## src/hdl/multi_uart_config.svh

```systemverilog
`ifndef MULTI_UART_CONFIG_SVH
`define MULTI_UART_CONFIG_SVH

// number of serial ports, a power of two from 2 to 8.
`define UART_PORTS 4

// width of the port field, keep equal to log2 of UART_PORTS.
`define UART_PORT_BITS 2

// clocks per serial bit.
`define UART_CLKS_PER_BIT 8

`define UART_REG_BITS 3

// byte address bit where the register index starts.
`define UART_ADDR_LSB 2

// width of the internal byte bus address: port field over register index.
`define UART_BUS_ADDR_BITS (`UART_PORT_BITS + `UART_REG_BITS)

`endif

```

## src/hdl/axi_lite_pkg.sv

```systemverilog
`default_nettype none

package axi_lite_pkg;

	// response codes used by the slave.
	typedef enum logic [1:0] {
		OKAY   = 2'b00,
		SLVERR = 2'b10
	} axi_resp_e;

	typedef enum logic [1:0] {
		IDLE,
		WRITE_RESP, // bvalid held until bready.
		READ_RESP   // rvalid held until rready.
	} bridge_state_e;

endpackage

`default_nettype wire

```

## src/hdl/uart_pkg.sv

```systemverilog
`default_nettype none

`include "multi_uart_config.svh"

package uart_pkg;

	// 16550 style register indices, the rest are unmapped.
	typedef enum logic [`UART_REG_BITS-1:0] {
		REG_DATA    = 0, // rbr on read, thr on write.
		REG_IER     = 1,
		REG_LSR     = 5,
		REG_SCRATCH = 7
	} reg_index_e;

	typedef enum logic [1:0] {
		TX_IDLE,
		TX_START,
		TX_DATA,
		TX_STOP
	} tx_state_e;

	typedef enum logic [1:0] {
		RX_IDLE,
		RX_START, // waiting for mid start bit.
		RX_DATA,
		RX_STOP
	} rx_state_e;

endpackage

`default_nettype wire

```

## src/hdl/axi_byte_bridge.sv

```systemverilog
`timescale 1ns/1ps
`default_nettype none

`include "multi_uart_config.svh"

module axi_byte_bridge (
	input  wire         aclk,
	input  wire         rst_i,

	input  wire  [31:0] axi_s_awaddr_i,
	input  wire         axi_s_awvalid_i,
	output logic        axi_s_awready_o,

	input  wire  [31:0] axi_s_wdata_i,
	input  wire  [3:0]  axi_s_wstrb_i,
	input  wire         axi_s_wvalid_i,
	output logic        axi_s_wready_o,

	output logic [1:0]  axi_s_bresp_o,
	output logic        axi_s_bvalid_o,
	input  wire         axi_s_bready_i,

	input  wire  [31:0] axi_s_araddr_i,
	input  wire         axi_s_arvalid_i,
	output logic        axi_s_arready_o,

	output logic [31:0] axi_s_rdata_o,
	output logic [1:0]  axi_s_rresp_o,
	output logic        axi_s_rvalid_o,
	input  wire         axi_s_rready_i,

	output logic [`UART_BUS_ADDR_BITS-1:0] reg_addr_o,
	output logic [7:0]  reg_wdata_o,
	output logic        reg_we_o,
	output logic        reg_re_o,
	output logic        addr_err_o,
	input  wire  [7:0]  reg_rdata_i
);

	axi_lite_pkg::bridge_state_e state_q;
	axi_lite_pkg::axi_resp_e resp_q;
	logic [31:0] rdata_q;
	logic wr_pend;
	logic wr_fire;
	logic rd_fire;
	logic [31:0] addr_sel;
	logic [`UART_REG_BITS-1:0] index_sel;
	logic range_bad;
	logic index_bad;

	assign wr_pend = axi_s_awvalid_i && axi_s_wvalid_i; // a write wins over a read.
	assign wr_fire = (state_q == axi_lite_pkg::IDLE) && wr_pend;
	assign rd_fire = (state_q == axi_lite_pkg::IDLE) && !wr_pend && axi_s_arvalid_i;

	assign addr_sel = wr_pend ? axi_s_awaddr_i : axi_s_araddr_i;
	assign index_sel = addr_sel[`UART_ADDR_LSB +: `UART_REG_BITS];
	assign range_bad = |(addr_sel >> (`UART_ADDR_LSB + `UART_BUS_ADDR_BITS));

	always_comb begin
		case (uart_pkg::reg_index_e'(index_sel))
			uart_pkg::REG_DATA,
			uart_pkg::REG_IER,
			uart_pkg::REG_LSR,
			uart_pkg::REG_SCRATCH: index_bad = 1'b0;
			default:               index_bad = 1'b1;
		endcase
	end

	assign addr_err_o = range_bad || index_bad;
	assign reg_addr_o = addr_sel[`UART_ADDR_LSB +: `UART_BUS_ADDR_BITS];
	assign reg_wdata_o = axi_s_wdata_i[7:0];
	assign reg_we_o = wr_fire && !addr_err_o && axi_s_wstrb_i[0];
	assign reg_re_o = rd_fire && !addr_err_o;

	assign axi_s_awready_o = wr_fire;
	assign axi_s_wready_o = wr_fire;
	assign axi_s_arready_o = rd_fire;

	always_ff @(posedge aclk) begin
		if (rst_i) begin
			state_q <= axi_lite_pkg::IDLE;
		end else begin
			case (state_q)
				axi_lite_pkg::IDLE: begin
					if (wr_fire)
						state_q <= axi_lite_pkg::WRITE_RESP;
					else if (rd_fire)
						state_q <= axi_lite_pkg::READ_RESP;
				end
				axi_lite_pkg::WRITE_RESP: if (axi_s_bready_i) state_q <= axi_lite_pkg::IDLE;
				axi_lite_pkg::READ_RESP: if (axi_s_rready_i) state_q <= axi_lite_pkg::IDLE;
				default: state_q <= axi_lite_pkg::IDLE;
			endcase
		end
	end

	// one response register serves both channels, only one transfer is open.
	always_ff @(posedge aclk) begin
		if (wr_fire || rd_fire)
			resp_q <= addr_err_o ? axi_lite_pkg::SLVERR : axi_lite_pkg::OKAY;
		if (rd_fire)
			rdata_q <= {24'h000000, reg_rdata_i};
	end

	assign axi_s_bvalid_o = (state_q == axi_lite_pkg::WRITE_RESP);
	assign axi_s_rvalid_o = (state_q == axi_lite_pkg::READ_RESP);
	assign axi_s_bresp_o = resp_q;
	assign axi_s_rresp_o = resp_q;
	assign axi_s_rdata_o = rdata_q;

endmodule

`default_nettype wire

```

## src/hdl/uart_line.sv

```systemverilog
`timescale 1ns/1ps
`default_nettype none

`include "multi_uart_config.svh"

module uart_line (
	input  wire        aclk,
	input  wire        rst_i,
	input  wire        tx_load_i,
	input  wire  [7:0] tx_byte_i,
	output logic       tx_busy_o,
	output logic       txd_o,
	output logic       rx_valid_o,
	input  wire        rxd_i,
	output logic [7:0] rx_byte_o
);

	localparam int CNT_W = $clog2(`UART_CLKS_PER_BIT);
	localparam logic [CNT_W-1:0] BIT_LAST = CNT_W'(`UART_CLKS_PER_BIT - 1);
	localparam logic [CNT_W-1:0] BIT_HALF = CNT_W'(`UART_CLKS_PER_BIT / 2 - 1);

	uart_pkg::tx_state_e tx_state_q;
	logic [CNT_W-1:0] tx_cnt_q;
	logic [2:0] tx_bit_q;
	logic [7:0] tx_shift_q;

	uart_pkg::rx_state_e rx_state_q;
	logic [CNT_W-1:0] rx_cnt_q;
	logic [2:0] rx_bit_q;
	logic [7:0] rx_shift_q;
	logic rxd_meta_q;
	logic rxd_sync_q;
	logic rxd_prev_q;

	assign tx_busy_o = (tx_state_q != uart_pkg::TX_IDLE);
	assign rx_byte_o = rx_shift_q;

	always_ff @(posedge aclk) begin
		if (rst_i) begin
			tx_state_q <= uart_pkg::TX_IDLE;
			tx_cnt_q <= '0;
			tx_bit_q <= 3'd0;
			txd_o <= 1'b1;
		end else begin
			tx_cnt_q <= (tx_cnt_q == BIT_LAST) ? '0 : tx_cnt_q + 1'b1;
			case (tx_state_q)
				uart_pkg::TX_IDLE: begin
					tx_cnt_q <= '0;
					if (tx_load_i) begin
						tx_shift_q <= tx_byte_i;
						tx_state_q <= uart_pkg::TX_START;
						txd_o <= 1'b0; // start bit.
					end
				end
				uart_pkg::TX_START: if (tx_cnt_q == BIT_LAST) begin
					tx_bit_q <= 3'd0;
					txd_o <= tx_shift_q[0];
					tx_state_q <= uart_pkg::TX_DATA;
				end
				uart_pkg::TX_DATA: if (tx_cnt_q == BIT_LAST) begin
					if (tx_bit_q == 3'd7) begin
						txd_o <= 1'b1; // stop bit.
						tx_state_q <= uart_pkg::TX_STOP;
					end else begin
						tx_bit_q <= tx_bit_q + 3'd1;
						tx_shift_q <= {1'b0, tx_shift_q[7:1]};
						txd_o <= tx_shift_q[1];
					end
				end
				default: if (tx_cnt_q == BIT_LAST) tx_state_q <= uart_pkg::TX_IDLE;
			endcase
		end
	end

	// two flop synchronizer plus one more for the edge.
	always_ff @(posedge aclk) begin
		if (rst_i) begin
			rxd_meta_q <= 1'b1;
			rxd_sync_q <= 1'b1;
			rxd_prev_q <= 1'b1;
		end else begin
			rxd_meta_q <= rxd_i;
			rxd_sync_q <= rxd_meta_q;
			rxd_prev_q <= rxd_sync_q;
		end
	end

	always_ff @(posedge aclk) begin
		if (rst_i) begin
			rx_state_q <= uart_pkg::RX_IDLE;
			rx_cnt_q <= '0;
			rx_bit_q <= 3'd0;
			rx_valid_o <= 1'b0;
		end else begin
			rx_valid_o <= 1'b0;
			rx_cnt_q <= rx_cnt_q + 1'b1;
			case (rx_state_q)
				uart_pkg::RX_IDLE: begin
					rx_cnt_q <= '0;
					if (rxd_prev_q && !rxd_sync_q)
						rx_state_q <= uart_pkg::RX_START;
				end
				uart_pkg::RX_START: if (rx_cnt_q == BIT_HALF) begin
					rx_cnt_q <= '0;
					rx_bit_q <= 3'd0;
					// a glitch that is high again at mid-bit is not a start bit.
					rx_state_q <= rxd_sync_q ? uart_pkg::RX_IDLE : uart_pkg::RX_DATA;
				end
				uart_pkg::RX_DATA: if (rx_cnt_q == BIT_LAST) begin
					rx_cnt_q <= '0;
					rx_shift_q <= {rxd_sync_q, rx_shift_q[7:1]}; // lsb first.
					rx_bit_q <= rx_bit_q + 3'd1;
					if (rx_bit_q == 3'd7)
						rx_state_q <= uart_pkg::RX_STOP;
				end
				default: if (rx_cnt_q == BIT_LAST) begin
					rx_valid_o <= 1'b1;
					rx_state_q <= uart_pkg::RX_IDLE;
				end
			endcase
		end
	end

endmodule

`default_nettype wire

```

## src/hdl/uart_port.sv

```systemverilog
`timescale 1ns/1ps
`default_nettype none

module uart_port (
	input  wire                 aclk,
	input  wire                 rst_i,
	input  wire uart_pkg::reg_index_e reg_index_i,
	input  wire  [7:0]          wdata_i,
	input  wire                 we_i,
	input  wire                 re_i,
	output logic [7:0]          rdata_o,
	input  wire                 rxd_i,
	output logic                txd_o,
	output logic                irq_o
);

	logic [1:0] ier_q;
	logic [7:0] scratch_q;
	logic [7:0] thr_q;
	logic thr_full_q;
	logic [7:0] rbr_q;
	logic dr_q;
	logic oe_q;
	logic tx_load;
	logic tx_busy;
	logic rx_valid;
	logic [7:0] rx_byte;
	logic thre;
	logic temt;
	logic [7:0] lsr;

	assign thre = !thr_full_q;
	assign temt = thre && !tx_busy;
	assign lsr = {1'b0, temt, thre, 3'b000, oe_q, dr_q};
	assign tx_load = thr_full_q && !tx_busy; // hand the byte to an idle shifter.

	always_ff @(posedge aclk) begin
		if (rst_i) begin
			ier_q <= 2'b00;
			scratch_q <= 8'h00;
			thr_full_q <= 1'b0;
		end else begin
			if (we_i && reg_index_i == uart_pkg::REG_IER)
				ier_q <= wdata_i[1:0];
			if (we_i && reg_index_i == uart_pkg::REG_SCRATCH)
				scratch_q <= wdata_i;
			if (tx_load)
				thr_full_q <= 1'b0;
			else if (we_i && reg_index_i == uart_pkg::REG_DATA)
				thr_full_q <= 1'b1;
		end
	end

	// a write to a full holding register is dropped.
	always_ff @(posedge aclk) begin
		if (we_i && reg_index_i == uart_pkg::REG_DATA && !thr_full_q)
			thr_q <= wdata_i;
		if (rx_valid)
			rbr_q <= rx_byte;
	end

	always_ff @(posedge aclk) begin
		if (rst_i) begin
			dr_q <= 1'b0;
			oe_q <= 1'b0;
		end else begin
			if (re_i && reg_index_i == uart_pkg::REG_DATA)
				dr_q <= 1'b0;
			if (re_i && reg_index_i == uart_pkg::REG_LSR)
				oe_q <= 1'b0;
			if (rx_valid) begin // a new byte wins over a same cycle read.
				dr_q <= 1'b1;
				if (dr_q)
					oe_q <= 1'b1;
			end
		end
	end

	always_comb begin
		case (reg_index_i)
			uart_pkg::REG_DATA:    rdata_o = rbr_q;
			uart_pkg::REG_IER:     rdata_o = {6'b000000, ier_q};
			uart_pkg::REG_LSR:     rdata_o = lsr;
			uart_pkg::REG_SCRATCH: rdata_o = scratch_q;
			default:               rdata_o = 8'h00;
		endcase
	end

	assign irq_o = (ier_q[0] && dr_q) || (ier_q[1] && thre);

	uart_line u_line (
		.aclk       (aclk),
		.rst_i      (rst_i),
		.tx_load_i  (tx_load),
		.tx_byte_i  (thr_q),
		.tx_busy_o  (tx_busy),
		.txd_o      (txd_o),
		.rx_valid_o (rx_valid),
		.rxd_i      (rxd_i),
		.rx_byte_o  (rx_byte)
	);

endmodule

`default_nettype wire

```

## src/hdl/multi_uart.sv

```systemverilog
`timescale 1ns/1ps
`default_nettype none

`include "multi_uart_config.svh"

module multi_uart (
	input  wire         aclk,
	input  wire         rst_i,

	input  wire  [31:0] axi_s_awaddr_i,
	input  wire         axi_s_awvalid_i,
	output logic        axi_s_awready_o,

	input  wire  [31:0] axi_s_wdata_i,
	input  wire  [3:0]  axi_s_wstrb_i,
	input  wire         axi_s_wvalid_i,
	output logic        axi_s_wready_o,

	output logic [1:0]  axi_s_bresp_o,
	output logic        axi_s_bvalid_o,
	input  wire         axi_s_bready_i,

	input  wire  [31:0] axi_s_araddr_i,
	input  wire         axi_s_arvalid_i,
	output logic        axi_s_arready_o,

	output logic [31:0] axi_s_rdata_o,
	output logic [1:0]  axi_s_rresp_o,
	output logic        axi_s_rvalid_o,
	input  wire         axi_s_rready_i,

	input  wire  [`UART_PORTS-1:0] rxd_i,
	output logic [`UART_PORTS-1:0] txd_o,
	output logic                   interrupt_o
);

	logic [`UART_BUS_ADDR_BITS-1:0] reg_addr;
	logic [7:0] reg_wdata;
	logic reg_we;
	logic reg_re;
	logic addr_err;
	logic [7:0] reg_rdata;
	logic [`UART_PORT_BITS-1:0] reg_port;
	uart_pkg::reg_index_e reg_index;
	logic [7:0] port_rdata [`UART_PORTS];
	logic [`UART_PORTS-1:0] port_irq;

	assign reg_port = reg_addr[`UART_BUS_ADDR_BITS-1:`UART_REG_BITS];
	assign reg_index = uart_pkg::reg_index_e'(reg_addr[`UART_REG_BITS-1:0]);
	assign reg_rdata = addr_err ? 8'h00 : port_rdata[reg_port]; // error reads return zero.
	assign interrupt_o = |port_irq;

	axi_byte_bridge u_bridge (
		.aclk            (aclk),
		.rst_i           (rst_i),
		.axi_s_awaddr_i  (axi_s_awaddr_i),
		.axi_s_awvalid_i (axi_s_awvalid_i),
		.axi_s_awready_o (axi_s_awready_o),
		.axi_s_wdata_i   (axi_s_wdata_i),
		.axi_s_wstrb_i   (axi_s_wstrb_i),
		.axi_s_wvalid_i  (axi_s_wvalid_i),
		.axi_s_wready_o  (axi_s_wready_o),
		.axi_s_bresp_o   (axi_s_bresp_o),
		.axi_s_bvalid_o  (axi_s_bvalid_o),
		.axi_s_bready_i  (axi_s_bready_i),
		.axi_s_araddr_i  (axi_s_araddr_i),
		.axi_s_arvalid_i (axi_s_arvalid_i),
		.axi_s_arready_o (axi_s_arready_o),
		.axi_s_rdata_o   (axi_s_rdata_o),
		.axi_s_rresp_o   (axi_s_rresp_o),
		.axi_s_rvalid_o  (axi_s_rvalid_o),
		.axi_s_rready_i  (axi_s_rready_i),
		.reg_addr_o      (reg_addr),
		.reg_wdata_o     (reg_wdata),
		.reg_we_o        (reg_we),
		.reg_re_o        (reg_re),
		.addr_err_o      (addr_err),
		.reg_rdata_i     (reg_rdata)
	);

	for (genvar i = 0; i < `UART_PORTS; i++) begin : g_port
		logic sel;

		assign sel = (reg_port == `UART_PORT_BITS'(i));

		uart_port u_port (
			.aclk        (aclk),
			.rst_i       (rst_i),
			.reg_index_i (reg_index),
			.wdata_i     (reg_wdata),
			.we_i        (reg_we && sel),
			.re_i        (reg_re && sel),
			.rdata_o     (port_rdata[i]),
			.rxd_i       (rxd_i[i]),
			.txd_o       (txd_o[i]),
			.irq_o       (port_irq[i])
		);
	end

endmodule

`default_nettype wire

```

## config.mk

```make
export PLATFORM = sky130hd
export DESIGN_NAME = multi_uart
export DESIGN_NICKNAME = d
export VERILOG_FILES = /design/src/hdl/axi_lite_pkg.sv /design/src/hdl/uart_pkg.sv /design/src/hdl/axi_byte_bridge.sv /design/src/hdl/uart_line.sv /design/src/hdl/uart_port.sv /design/src/hdl/multi_uart.sv
export VERILOG_INCLUDE_DIRS = /design/src /design/src/hdl
export SDC_FILE = /design/constraint.sdc
export NUM_CORES = 1
export LEC_CHECK = 0
export BUFFER_PORTS_ARGS = -buffer_cell sky130_fd_sc_hd__buf_2
export CORE_ASPECT_RATIO = 1.5
export CORE_MARGIN = 1.5
export CORE_UTILIZATION = 41
export CTS_CLUSTER_DIAMETER = 100
export CTS_CLUSTER_SIZE = 8
export DETAILED_ROUTE_END_ITERATION = 8
export PLACE_DENSITY = 0.6
export SLEW_MARGIN = 20
export SYNTH_ARGS = -nofsm -noshare
export SYNTH_HDL_FRONTEND = slang
export SYNTH_SLANG_ARGS = --single-unit
```

## constraint.sdc

```tcl
create_clock -name aclk -period 6.6 [get_ports aclk]
set_input_delay 0.66 -clock aclk [delete_from_list [all_inputs] [get_ports aclk]]
set_output_delay 0.66 -clock aclk [all_outputs]
set_load 0.005 [all_outputs]
```

# == After elaboration in Yosys (flattened, before gate mapping) ==
# Cells that the tools add are included.
# classes
add_sub_neg,16
multipliers,0
div_mod_pow,0
magnitude_cmp,1
n_eq_ne,83
shifts,0
mux,167
bitwise_logic,2
n_reduce_logical,166
# op_table
cell,n
$pmux 8 s4,4
$mux 8,14
$mux 2,49
$mux 3,28
$ne 2x2->1 const B,32
$pmux 8 s2,4
$reduce_and 5->1,12
$logic_and 1x1->1,59
$eq 3x3->1 const B,18
$pmux 2 s3,9
$add 3x1->3 const B,16
$pmux 3 s2,8
$reduce_bool 2->1,24
$mux 1,41
$pmux 3 s3,4
$mux 32,1
$reduce_and 4->1,8
$reduce_and 3->1,9
$reduce_or 25->1,1
$reduce_bool 3->1,8
$reduce_or 4->1,6
$eq 2x2->1 const B,11
$eq 2x1->1 const B,10
$logic_not 2->1,10
14 further kinds,49
# totals
reg_bits,276
latch_bits,0
mem_bits_rw,0
mem_bits_ro,0
in_bits,111
output_inout_bits,46
n_memories,0

# == Depth between registers and ports, before layout ==
# Gate-level depths: netlist (run 1).
# depth
ltp_word,13
mapped_depth,8
depth_no_buf,7

# == Cells and area by module ==
# A second synthesis (run 1) with hierarchy kept.
# hier_totals
hier_cells,1147
area_unflattened_um2,12639.6
# by_module_without_submodules
mod,n_inst,cells_each,area_each_um2,seq_area_each_um2
uart_port at g_port[1].u_port ...,3,103,1151.1,740.7
uart_line at g_port[2].u_port.u_line ...,2,145,1691.6,900.9
uart_line at g_port[0].u_port.u_line ...,2,147,1682.9,900.9
uart_port at g_port[0].u_port,1,101,1157.4,740.7
axi_byte_bridge,1,113,940.9,310.3
multi_uart,1,40,339.1,0.0

# == Worst setup path after synthesis (run 1) ==
# OpenSTA, ideal clock, no wires.
# synth_path
path_kind,in2reg
startpoint,input port rst_i
endpoint,"register g_port[3].u_port.u_line.tx_shift_q[0], enable pin"
setup_ns,0.419
t_arrival_ns,2.478
required_ns,6.181
setup_slack_ns,3.702
cell_stages,3
path_buffers,2
cell_sequence,clkbuf_1 > clkbuf_1 > a2111oi_0
# synth_via
elab_chain_cells,2
# synth_lines
element,line_no,rtl
"start, declared",multi_uart.sv:8,"input wire rst_i,"
$not 1->1 (no line),-,
$reduce_and 5->1 (no line),-,
"end signal, assigned",uart_line.sv:50,tx_shift_q <= tx_byte_i;
"end signal, assigned",uart_line.sv:66,"tx_shift_q <= {1'b0, tx_shift_q[7:1]};"
"end, declared",uart_line.sv:25,logic [7:0] tx_shift_q;
# No other way between the ends.
# A chain may end at the register's enable or synchronous reset.

# == Final worst setup path (run 1) ==
# layout_path
startpoint,input port axi_s_awvalid_i
endpoint,"register u_bridge.rdata_q[1], in the netlist u_bridge.axi_s_rdata_o[1] (data pin)"
# layout_via
elab_chain_cells,7
word_cells_on_any_way,18
# layout_lines
element,line_no,rtl
"start, declared",multi_uart.sv:11,"input wire axi_s_awvalid_i,"
$logic_and 1x1->1 (*),axi_byte_bridge.sv:51,assign wr_pend = axi_s_awvalid_i && axi_s_wvalid_i;
$mux 32 (*),axi_byte_bridge.sv:55,assign addr_sel = wr_pend ? axi_s_awaddr_i : axi_s_araddr_i;
$eq 3x3->1 (tied with other cells),"axi_byte_bridge.sv:60, uart_port.sv:80",
$pmux 8 s4,uart_port.sv:80,case (reg_index_i)
$bmux 8 s2,multi_uart.sv:50,assign reg_rdata = addr_err ? 8'h00 : port_rdata[reg_port];
$mux 8 (implied by the code) (2 in a row),multi_uart.sv:50,
"end signal, assigned",axi_byte_bridge.sv:102,"rdata_q <= {24'h000000, reg_rdata_i};"
"end, declared",axi_byte_bridge.sv:42,logic [31:0] rdata_q;
# Mark *: on every way between the ends. The rest lies on a longest branch, timed or not. The select of a mux whose other input is x is not followed.

==> flow_summary.json, run 1 <==
{
  "crit_fanout": 16,
  "finalHoldViolations": 0,
  "ir_worst_vdd_uv": 158.8,
  "layout_worst_path_cycle_share_pct": 44.12,
  "area_delta_synth_final_pct": 14.70,
  "seq_area_um2": 6877,
  "maxSlewHeadroom_pct": 31.80,
  "vias": 9059,
  "grt_max_degree": 67,
  "diodes": 0,
  "top_level_ports": 157,
  "first_global_vias": 8824,
  "synth_cells": 1162,
  "finalCriticalPeriod_ns": 2.912,
  "clkTransAtPathRegs_ns": 0.05,
  "p_per_area_nw_per_um2": 277.1,
  "synth_top_area_share_pct": 32.11,
  "via_per_inst": 5.373,
  "crit_required_ns": 6.83,
  "grt_util_all_layers_pct": 18.22,
  "max_cap_violations": 0,
  "clkLatencyLatePin_ns": 0.52,
  "cts-buffers-inserted": 40,
  "hp-class": "in -> reg",
  "drt-initial-drc-count": 500,
  "ctsHoldBuffers": 0,
  "maxSlewViolCount": 0,
  "ant_nets": 0,
  "wl_per_cell_um": 17.33,
  "avgSynthCellArea_um2": 11.02,
  "cts.sink_count": 275,
  "yosysTopAreaCell": "edfxtp_1",
  "first_pass_iters": 4,
  "cts_max_level": 2,
  "cts_setup_buffers": 0,
  "grt_setup_unrepaired": "false",
  "finalNetCount": 1425,
  "drive_above_1_share_pct": 18.66,
  "synth_edf_count": 137,
  "fill_cells": 2908,
  "antenna_found_initial": 0,
  "grt_remaining_overflow": 0,
  "die_y_um": 219.5,
  "total_power_mw": 4.072,
  "status": "complete, no violations",
  "cts_resized": 0,
  "grt_pass1_wl_mm": 46.53,
  "yosysSeqAreaShare_pct": 53.68,
  "drt_wl_total_mm": 29.22,
  "cts_tree": "yes",
  "ys_warn_count": 0,
  "setup_viol": 0,
  "dpl.hpwl_mm": 20.70,
  "numPortBuffers": 99,
  "synth_area_um2": 12810,
  "drcViolationCount": 0,
  "p_leak_nw": 5.320,
  "setup-tns-final_ns": 0,
  "max_slew.worst_pin.slew_ns": 0.9945,
  "final_cell_area_um2": 14690,
  "multiInputGateArea_um2": 5374,
  "gp_congestion": 0.8237,
  "die_area_um2": 32340,
  "synth_flop_cell": "dfxtp_1",
  "fmax_mhz": 343.4,
  "chipWidth_um": 147.3,
  "core_area_um2": 30940,
  "root_buffer": "clkbuf_16",
  "synth.area.top_cells": "edfxtp_1, dfxtp_1, ha_1, a21oi_1, nand3_1",
  "rows": 79,
  "postPlaceCellArea_um2": 13500,
  "critPathKind": "in -> reg",
  "async_flop_share_pct": 0,
  "start_util_pct": 41.41,
  "cts_buffer_depth": 3,
  "arrival_ns": 3.14,
  "fin_skew_ns": 0.02025,
  "synth_cell_types": 77,
  "ys_ff_latch": 275,
  "start_kind": "primary input",
  "cp-end-kind": "register"
}
cells by family (layout without fill, tap and decap cells):
kind of cell / after synthesis / count (layout) / synth area share [%]
AO/OA/AOI/OAI: 269 / 269 / 14.14
buffers and inverters: 132 / 226 / 5.293
flip-flops: 275 / 275 / 53.68
AND/OR/NAND/NOR: 357 / 357 / 15.23
adder cells (fa/ha/maj): 62 / 62 / 6.055
multiplexers: 66 / 66 / 5.577
other: 1 / 26 / 0.02927
routing by layer:
layer  part of all wire (%)  GRT usage, %
met5                      0             0
met1                     40         20.64
met2                     51         32.21
met4                    5.1         11.50
met3                    3.7         2.526
stage by stage:
stage	setup slack [ns]	hold slack, ns	utilization [%]	cells
after floorplan	3.702	0.3895	-	1187
after global placement	2.860	0.3911	43.63	1615
after detailed placement	2.765	0.3957	43.64	1615
after CTS	3.316	0.3063	47.45	1686
after global routing	3.518	0.3122	47.49	1686
final	3.688	0.3160	47.49	1686
synth_stat cells, drive strengths merged, types with 20 or more instances:
cell type / number
a21oi: 98
nor2: 70
nand3: 81
o21ai: 74
nand2b: 27
dfxtp: 138
nor3: 25
mux2i: 33
nand2: 56
mux2: 33
nor2b: 20
inv: 42
edfxtp: 137
ha: 62
clkbuf: 38
buf: 52
critical path: stages:
cell and delay, ns:
buf_2 0.20, and3_1 0.32, nor2_4 0.59, mux2_1 0.37, a2111oi_0 0.76, a31oi_1 0.23
state kept, by name, summed over array words and instances (netlist names), 8 cells and up:
register                         flops
g_port.u_port.ier_q                  8
g_port.u_port.rbr_q                 32
g_port.u_port.scratch_q             32
g_port.u_port.thr_q                 32
g_port.u_port.u_line.rx_bit_q       12
g_port.u_port.u_line.rx_byte_o      32
g_port.u_port.u_line.rx_cnt_q       12
g_port.u_port.u_line.rx_state_q      8
g_port.u_port.u_line.tx_bit_q       12
g_port.u_port.u_line.tx_cnt_q       12
g_port.u_port.u_line.tx_shift_q     32
g_port.u_port.u_line.tx_state_q      8
u_bridge.axi_s_rdata_o               8
final cells by class:
class                   count  area share [%]
clock buffers              69           7.842
clock inverters             2          0.1618
inverters                  42           1.073
multi-input cells         780           36.57
flip-flops and latches    275           46.80
well taps                 405           3.449
repair buffers            113           4.104
worst paths after layout:
| kind | startpoint | end | slack [ns] | cells past startpoint |
|---|---|---|---|---|
| setup reg to reg | u_bridge.state_q[1]$_SDFFE_PP0P_ | g_port[3].u_port.scratch_q[2]$_SDFFE_PP0P_ | 4.30 | 5 |
| hold reg to reg | g_port[0].u_port.u_line.rxd_meta_q$_SDFF_PP1_ | g_port[0].u_port.u_line.rxd_sync_q$_SDFF_PP1_ | 0.41 | 1 |
| hold / removal | rxd_i[3] | g_port[3].u_port.u_line.rxd_meta_q$_SDFF_PP1_ | 0.32 | 2 |
| setup / recovery | axi_s_awvalid_i | u_bridge.axi_s_rdata_o[1]$_SDFFCE_PP0P_ | 3.69 | 6 |
cells in the final DEF, fill, tap and decap left out, drive strengths merged, types with 56 or more instances in the layout:
cell / instances
a21oi: 98
buf: 113
clkbuf: 69
dfxtp: 138
edfxtp: 137
ha: 62
nand2: 56
nand3: 81
nor2: 70
o21ai: 74
power breakdown:
part | switching (mW) | leakage [nW] | internal (mW)
Combinational | 0.201 | 2.41 | 0.114
Clock | 0.720 | 0.556 | 1.18
Sequential | 0.0270 | 2.35 | 1.83
Note: power is estimated with default switching activity, not from simulation.
==> inputs of run 2 (changes only) <==
--- a/config.mk
+++ b/config.mk
@@ -6,6 +6,7 @@
 export SDC_FILE = /design/constraint.sdc
 export NUM_CORES = 1
 export LEC_CHECK = 0
+export ABC_AREA = 1
 export BUFFER_PORTS_ARGS = -buffer_cell sky130_fd_sc_hd__buf_2
 export CORE_ASPECT_RATIO = 1.5
 export CORE_MARGIN = 1.5
==> constraint.sdc (replaced) <==
create_clock -name aclk -period 3 [get_ports aclk]
set_input_delay 0.3 -clock aclk [delete_from_list [all_inputs] [get_ports aclk]]
set_output_delay 0.3 -clock aclk [all_outputs]
set_load 0.005 [all_outputs]
==> run 2 against run 1 <==
Cell area down 0.93%. Sequential power up 130%. Worst setup slack worse by 3.0 ns. Die area down 2.3%. Synthesized cell count up 23%. Critical path type is now reg -> reg. Largest power group is now registers.
==> flow_summary.json, run 2 <==
{
  "synth_cell_types": 43,
  "clkTransAtPathRegs_ns": 0.05,
  "synth_most_common_cell": "nand2_1",
  "synth_flop_cell": "dfxtp_1",
  "p_per_area_nw_per_um2": 698.0,
  "hp-class": "in -> reg",
  "layout_worst_path_cycle_share_pct": 75.84,
  "grt_util_all_layers_pct": 17.47,
  "multiInputGateArea_um2": 4617,
  "drcViolationCount": 0,
  "fill_cells": 2825,
  "synth_top_area_share_pct": 32.89,
  "die_y_um": 216.9,
  "cp-end-kind": "register",
  "chipWidth_um": 145.6,
  "area_delta_synth_final_pct": 16.38,
  "avgSynthCellArea_um2": 8.729,
  "cts_resized": 0,
  "vias": 9475,
  "pwr-share-clk_pct": 41.1,
  "p_comb_share_pct": 16.0,
  "grt_remaining_overflow": 0,
  "cts-buffers-inserted": 40,
  "drt_wl_total_mm": 27.53,
  "dpl.cell_count": 1908,
  "yosysTopAreaCell": "edfxtp_1",
  "die_area_um2": 31590,
  "ctsHoldBuffers": 4,
  "fin_skew_ns": 0.01431,
  "synth.area.top_cells": "edfxtp_1, dfxtp_1, nand2_1, nor2_1, ha_1",
  "postLayoutSetupSlackWorst_ns": 0.7247,
  "p_sw_share_pct": 27.49,
  "start_kind": "register",
  "drive_above_1_share_pct": 12.68,
  "core_area_um2": 30160,
  "grt_pass1_wl_mm": 44.26,
  "grt_setup_unrepaired": "false",
  "via_per_inst": 4.773,
  "setup_viol": 0,
  "final_cell_mix": "nand2_1, nor2_1, inv_1",
  "root_buffer": "clkbuf_16",
  "antenna_found_initial": 0,
  "fmax_mhz": 439.5,
  "diodes": 0,
  "crit_fanout": 14,
  "fin_util_pct": 48.27,
  "cts.sink_count": 275,
  "synth_area_um2": 12510,
  "rows": 78,
  "start_util_pct": 41.48,
  "dpl.hpwl_mm": 19.55,
  "seq_area_um2": 6877,
  "p_switching_mw": 2.793,
  "max_slew.worst_pin.slew_ns": 0.8961,
  "cts_max_level": 2,
  "postPlaceCellArea_um2": 13330,
  "finalNetCount": 1727,
  "setup-tns-final_ns": 0,
  "pwr-share-seq_pct": 42.9,
  "finalCriticalPeriod_ns": 2.275,
  "async_flop_share_pct": 0,
  "final_common_cell": "nand2_1",
  "max_cap_violations": 0,
  "synth_common_cells": "nand2_1, nor2_1, inv_1",
  "status": "complete, no violations",
  "arrival_ns": 2.51,
  "grt_max_degree": 34,
  "p_leak_nw": 6.501,
  "critPathKind": "reg -> reg",
  "final_cell_area_um2": 14560,
  "yosysSeqAreaShare_pct": 54.98,
  "drt-initial-drc-count": 670,
  "cts_tree": "yes",
  "top_level_ports": 157,
  "wl_per_cell_um": 13.87,
  "place_ws_ns": 0.5785,
  "first_global_vias": 8994,
  "maxSlewViolCount": 0,
  "final_cell_count_no_fill": 1985,
  "cts_buffer_depth": 3,
  "ys_warn_count": 0,
  "crit_required_ns": 3.23,
  "first_pass_iters": 5,
  "ys_ff_latch": 275,
  "cts_setup_buffers": 0,
  "gp_congestion": 0.8866,
  "maxSlewHeadroom_pct": 40.04,
  "intPower_mw": 7.368,
  "synth_edf_count": 137,
  "numPortBuffers": 99,
  "synth_cells": 1433,
  "ant_nets": 0,
  "clkLatencyLatePin_ns": 0.53,
  "ir_worst_vdd_uv": 365.4,
  "finalHoldViolations": 0
}
==> run 2: cell count changes after synthesis, moves of 18 or more <==
| cell | previous run | this run |
|---|---|---|
| a21oi_1 | 98 | 47 |
| inv_1 | 41 | 168 |
| mux2_2 | 31 | 0 |
| mux2i_1 | 32 | 0 |
| nand2_1 | 55 | 365 |
| nand2b_1 | 27 | 0 |
| nand3_1 | 79 | 40 |
| nand4_1 | 4 | 22 |
| nor2_1 | 67 | 216 |
| nor2b_1 | 20 | 0 |
| o21ai_0 | 41 | 71 |
| o21ai_1 | 32 | 0 |
==> run 2: final cells by class <==
| class | count | share of cell area (%) |
|---|---|---|
| flip-flops and latches | 275 | 47.24 |
| multi-input cells | 934 | 31.71 |
| clock buffers | 71 | 7.967 |
| repair buffers | 128 | 4.968 |
| inverters | 175 | 4.512 |
| well taps | 400 | 3.438 |
| clock inverters | 2 | 0.1633 |
==> run 2: power groups by stage <==
stage	Sequential, mW	Clock (mW)	Combinational (mW)
detailed placement	4.44	0	1.62
global route	4.39	4.43	1.86
floorplan	4.41	0	1.16
global placement	4.43	0	1.59
CTS	4.36	4.27	1.64
finish	4.36	4.18	1.62
==> run 2: worst max-delay path, cell delays in order, from the launching register on <==
cell and delay (ns):
dfxtp_1 0.34, inv_1 0.11, ha_1 0.47, clkinv_1 0.38, a2111oi_1 0.43, buf_4 0.25
==> run 2: worst paths after layout <==
kind | start | end | slack [ns] | cells after the start
setup / recovery | g_port[2].u_port.u_line.tx_state_q[0]$_SDFFE_PP0P_ | g_port[2].u_port.u_line.tx_shift_q[3]$_DFFE_PP_ | 0.72 | 5
hold / removal | axi_s_bready_i | u_bridge.state_q[0]$_SDFFE_PP0P_ | 0.04 | 4
setup reg to reg | g_port[2].u_port.u_line.tx_state_q[0]$_SDFFE_PP0P_ | g_port[2].u_port.u_line.tx_shift_q[3]$_DFFE_PP_ | 0.72 | 5
hold reg to reg | g_port[3].u_port.u_line.rxd_meta_q$_SDFF_PP1_ | g_port[3].u_port.u_line.rxd_sync_q$_SDFF_PP1_ | 0.40 | 1
==> run 2: per-layer routing <==
| metal | GRT usage, % | routed length, um | up-vias |
|---|---|---|---|
| met5 | 0 | 0 | - |
| met4 | 8.197 | 1102 | 0 |
| met3 | 3.082 | 1177 | 71 |
| met2 | 31.94 | 14140 | 218 |
| met1 | 19.62 | 11110 | 4380 |
| li1 | - | - | 4806 |
==> run 2: metrics by stage <==
step / power, mW / hold slack, ns
2_1_floorplan: 5.571 / 0.3895
3_5_place_dp: 6.060 / 0.3923
6_report: 10.16 / 0.03673
5_1_grt: 10.67 / 0.05708
4_1_cts: 10.27 / 0.03394
3_3_place_gp: 6.013 / 0.3933
==> run 2: logic make-up after synthesis <==
logic type	after synthesis	share of synthesized area, %
adders and majority gates	62	6.202
DFF	275	54.98
AOI/OAI and AO/OA	152	6.892
and+or+nand+nor	694	22.99
buffers and inverters	249	8.913
other	1	0.02998
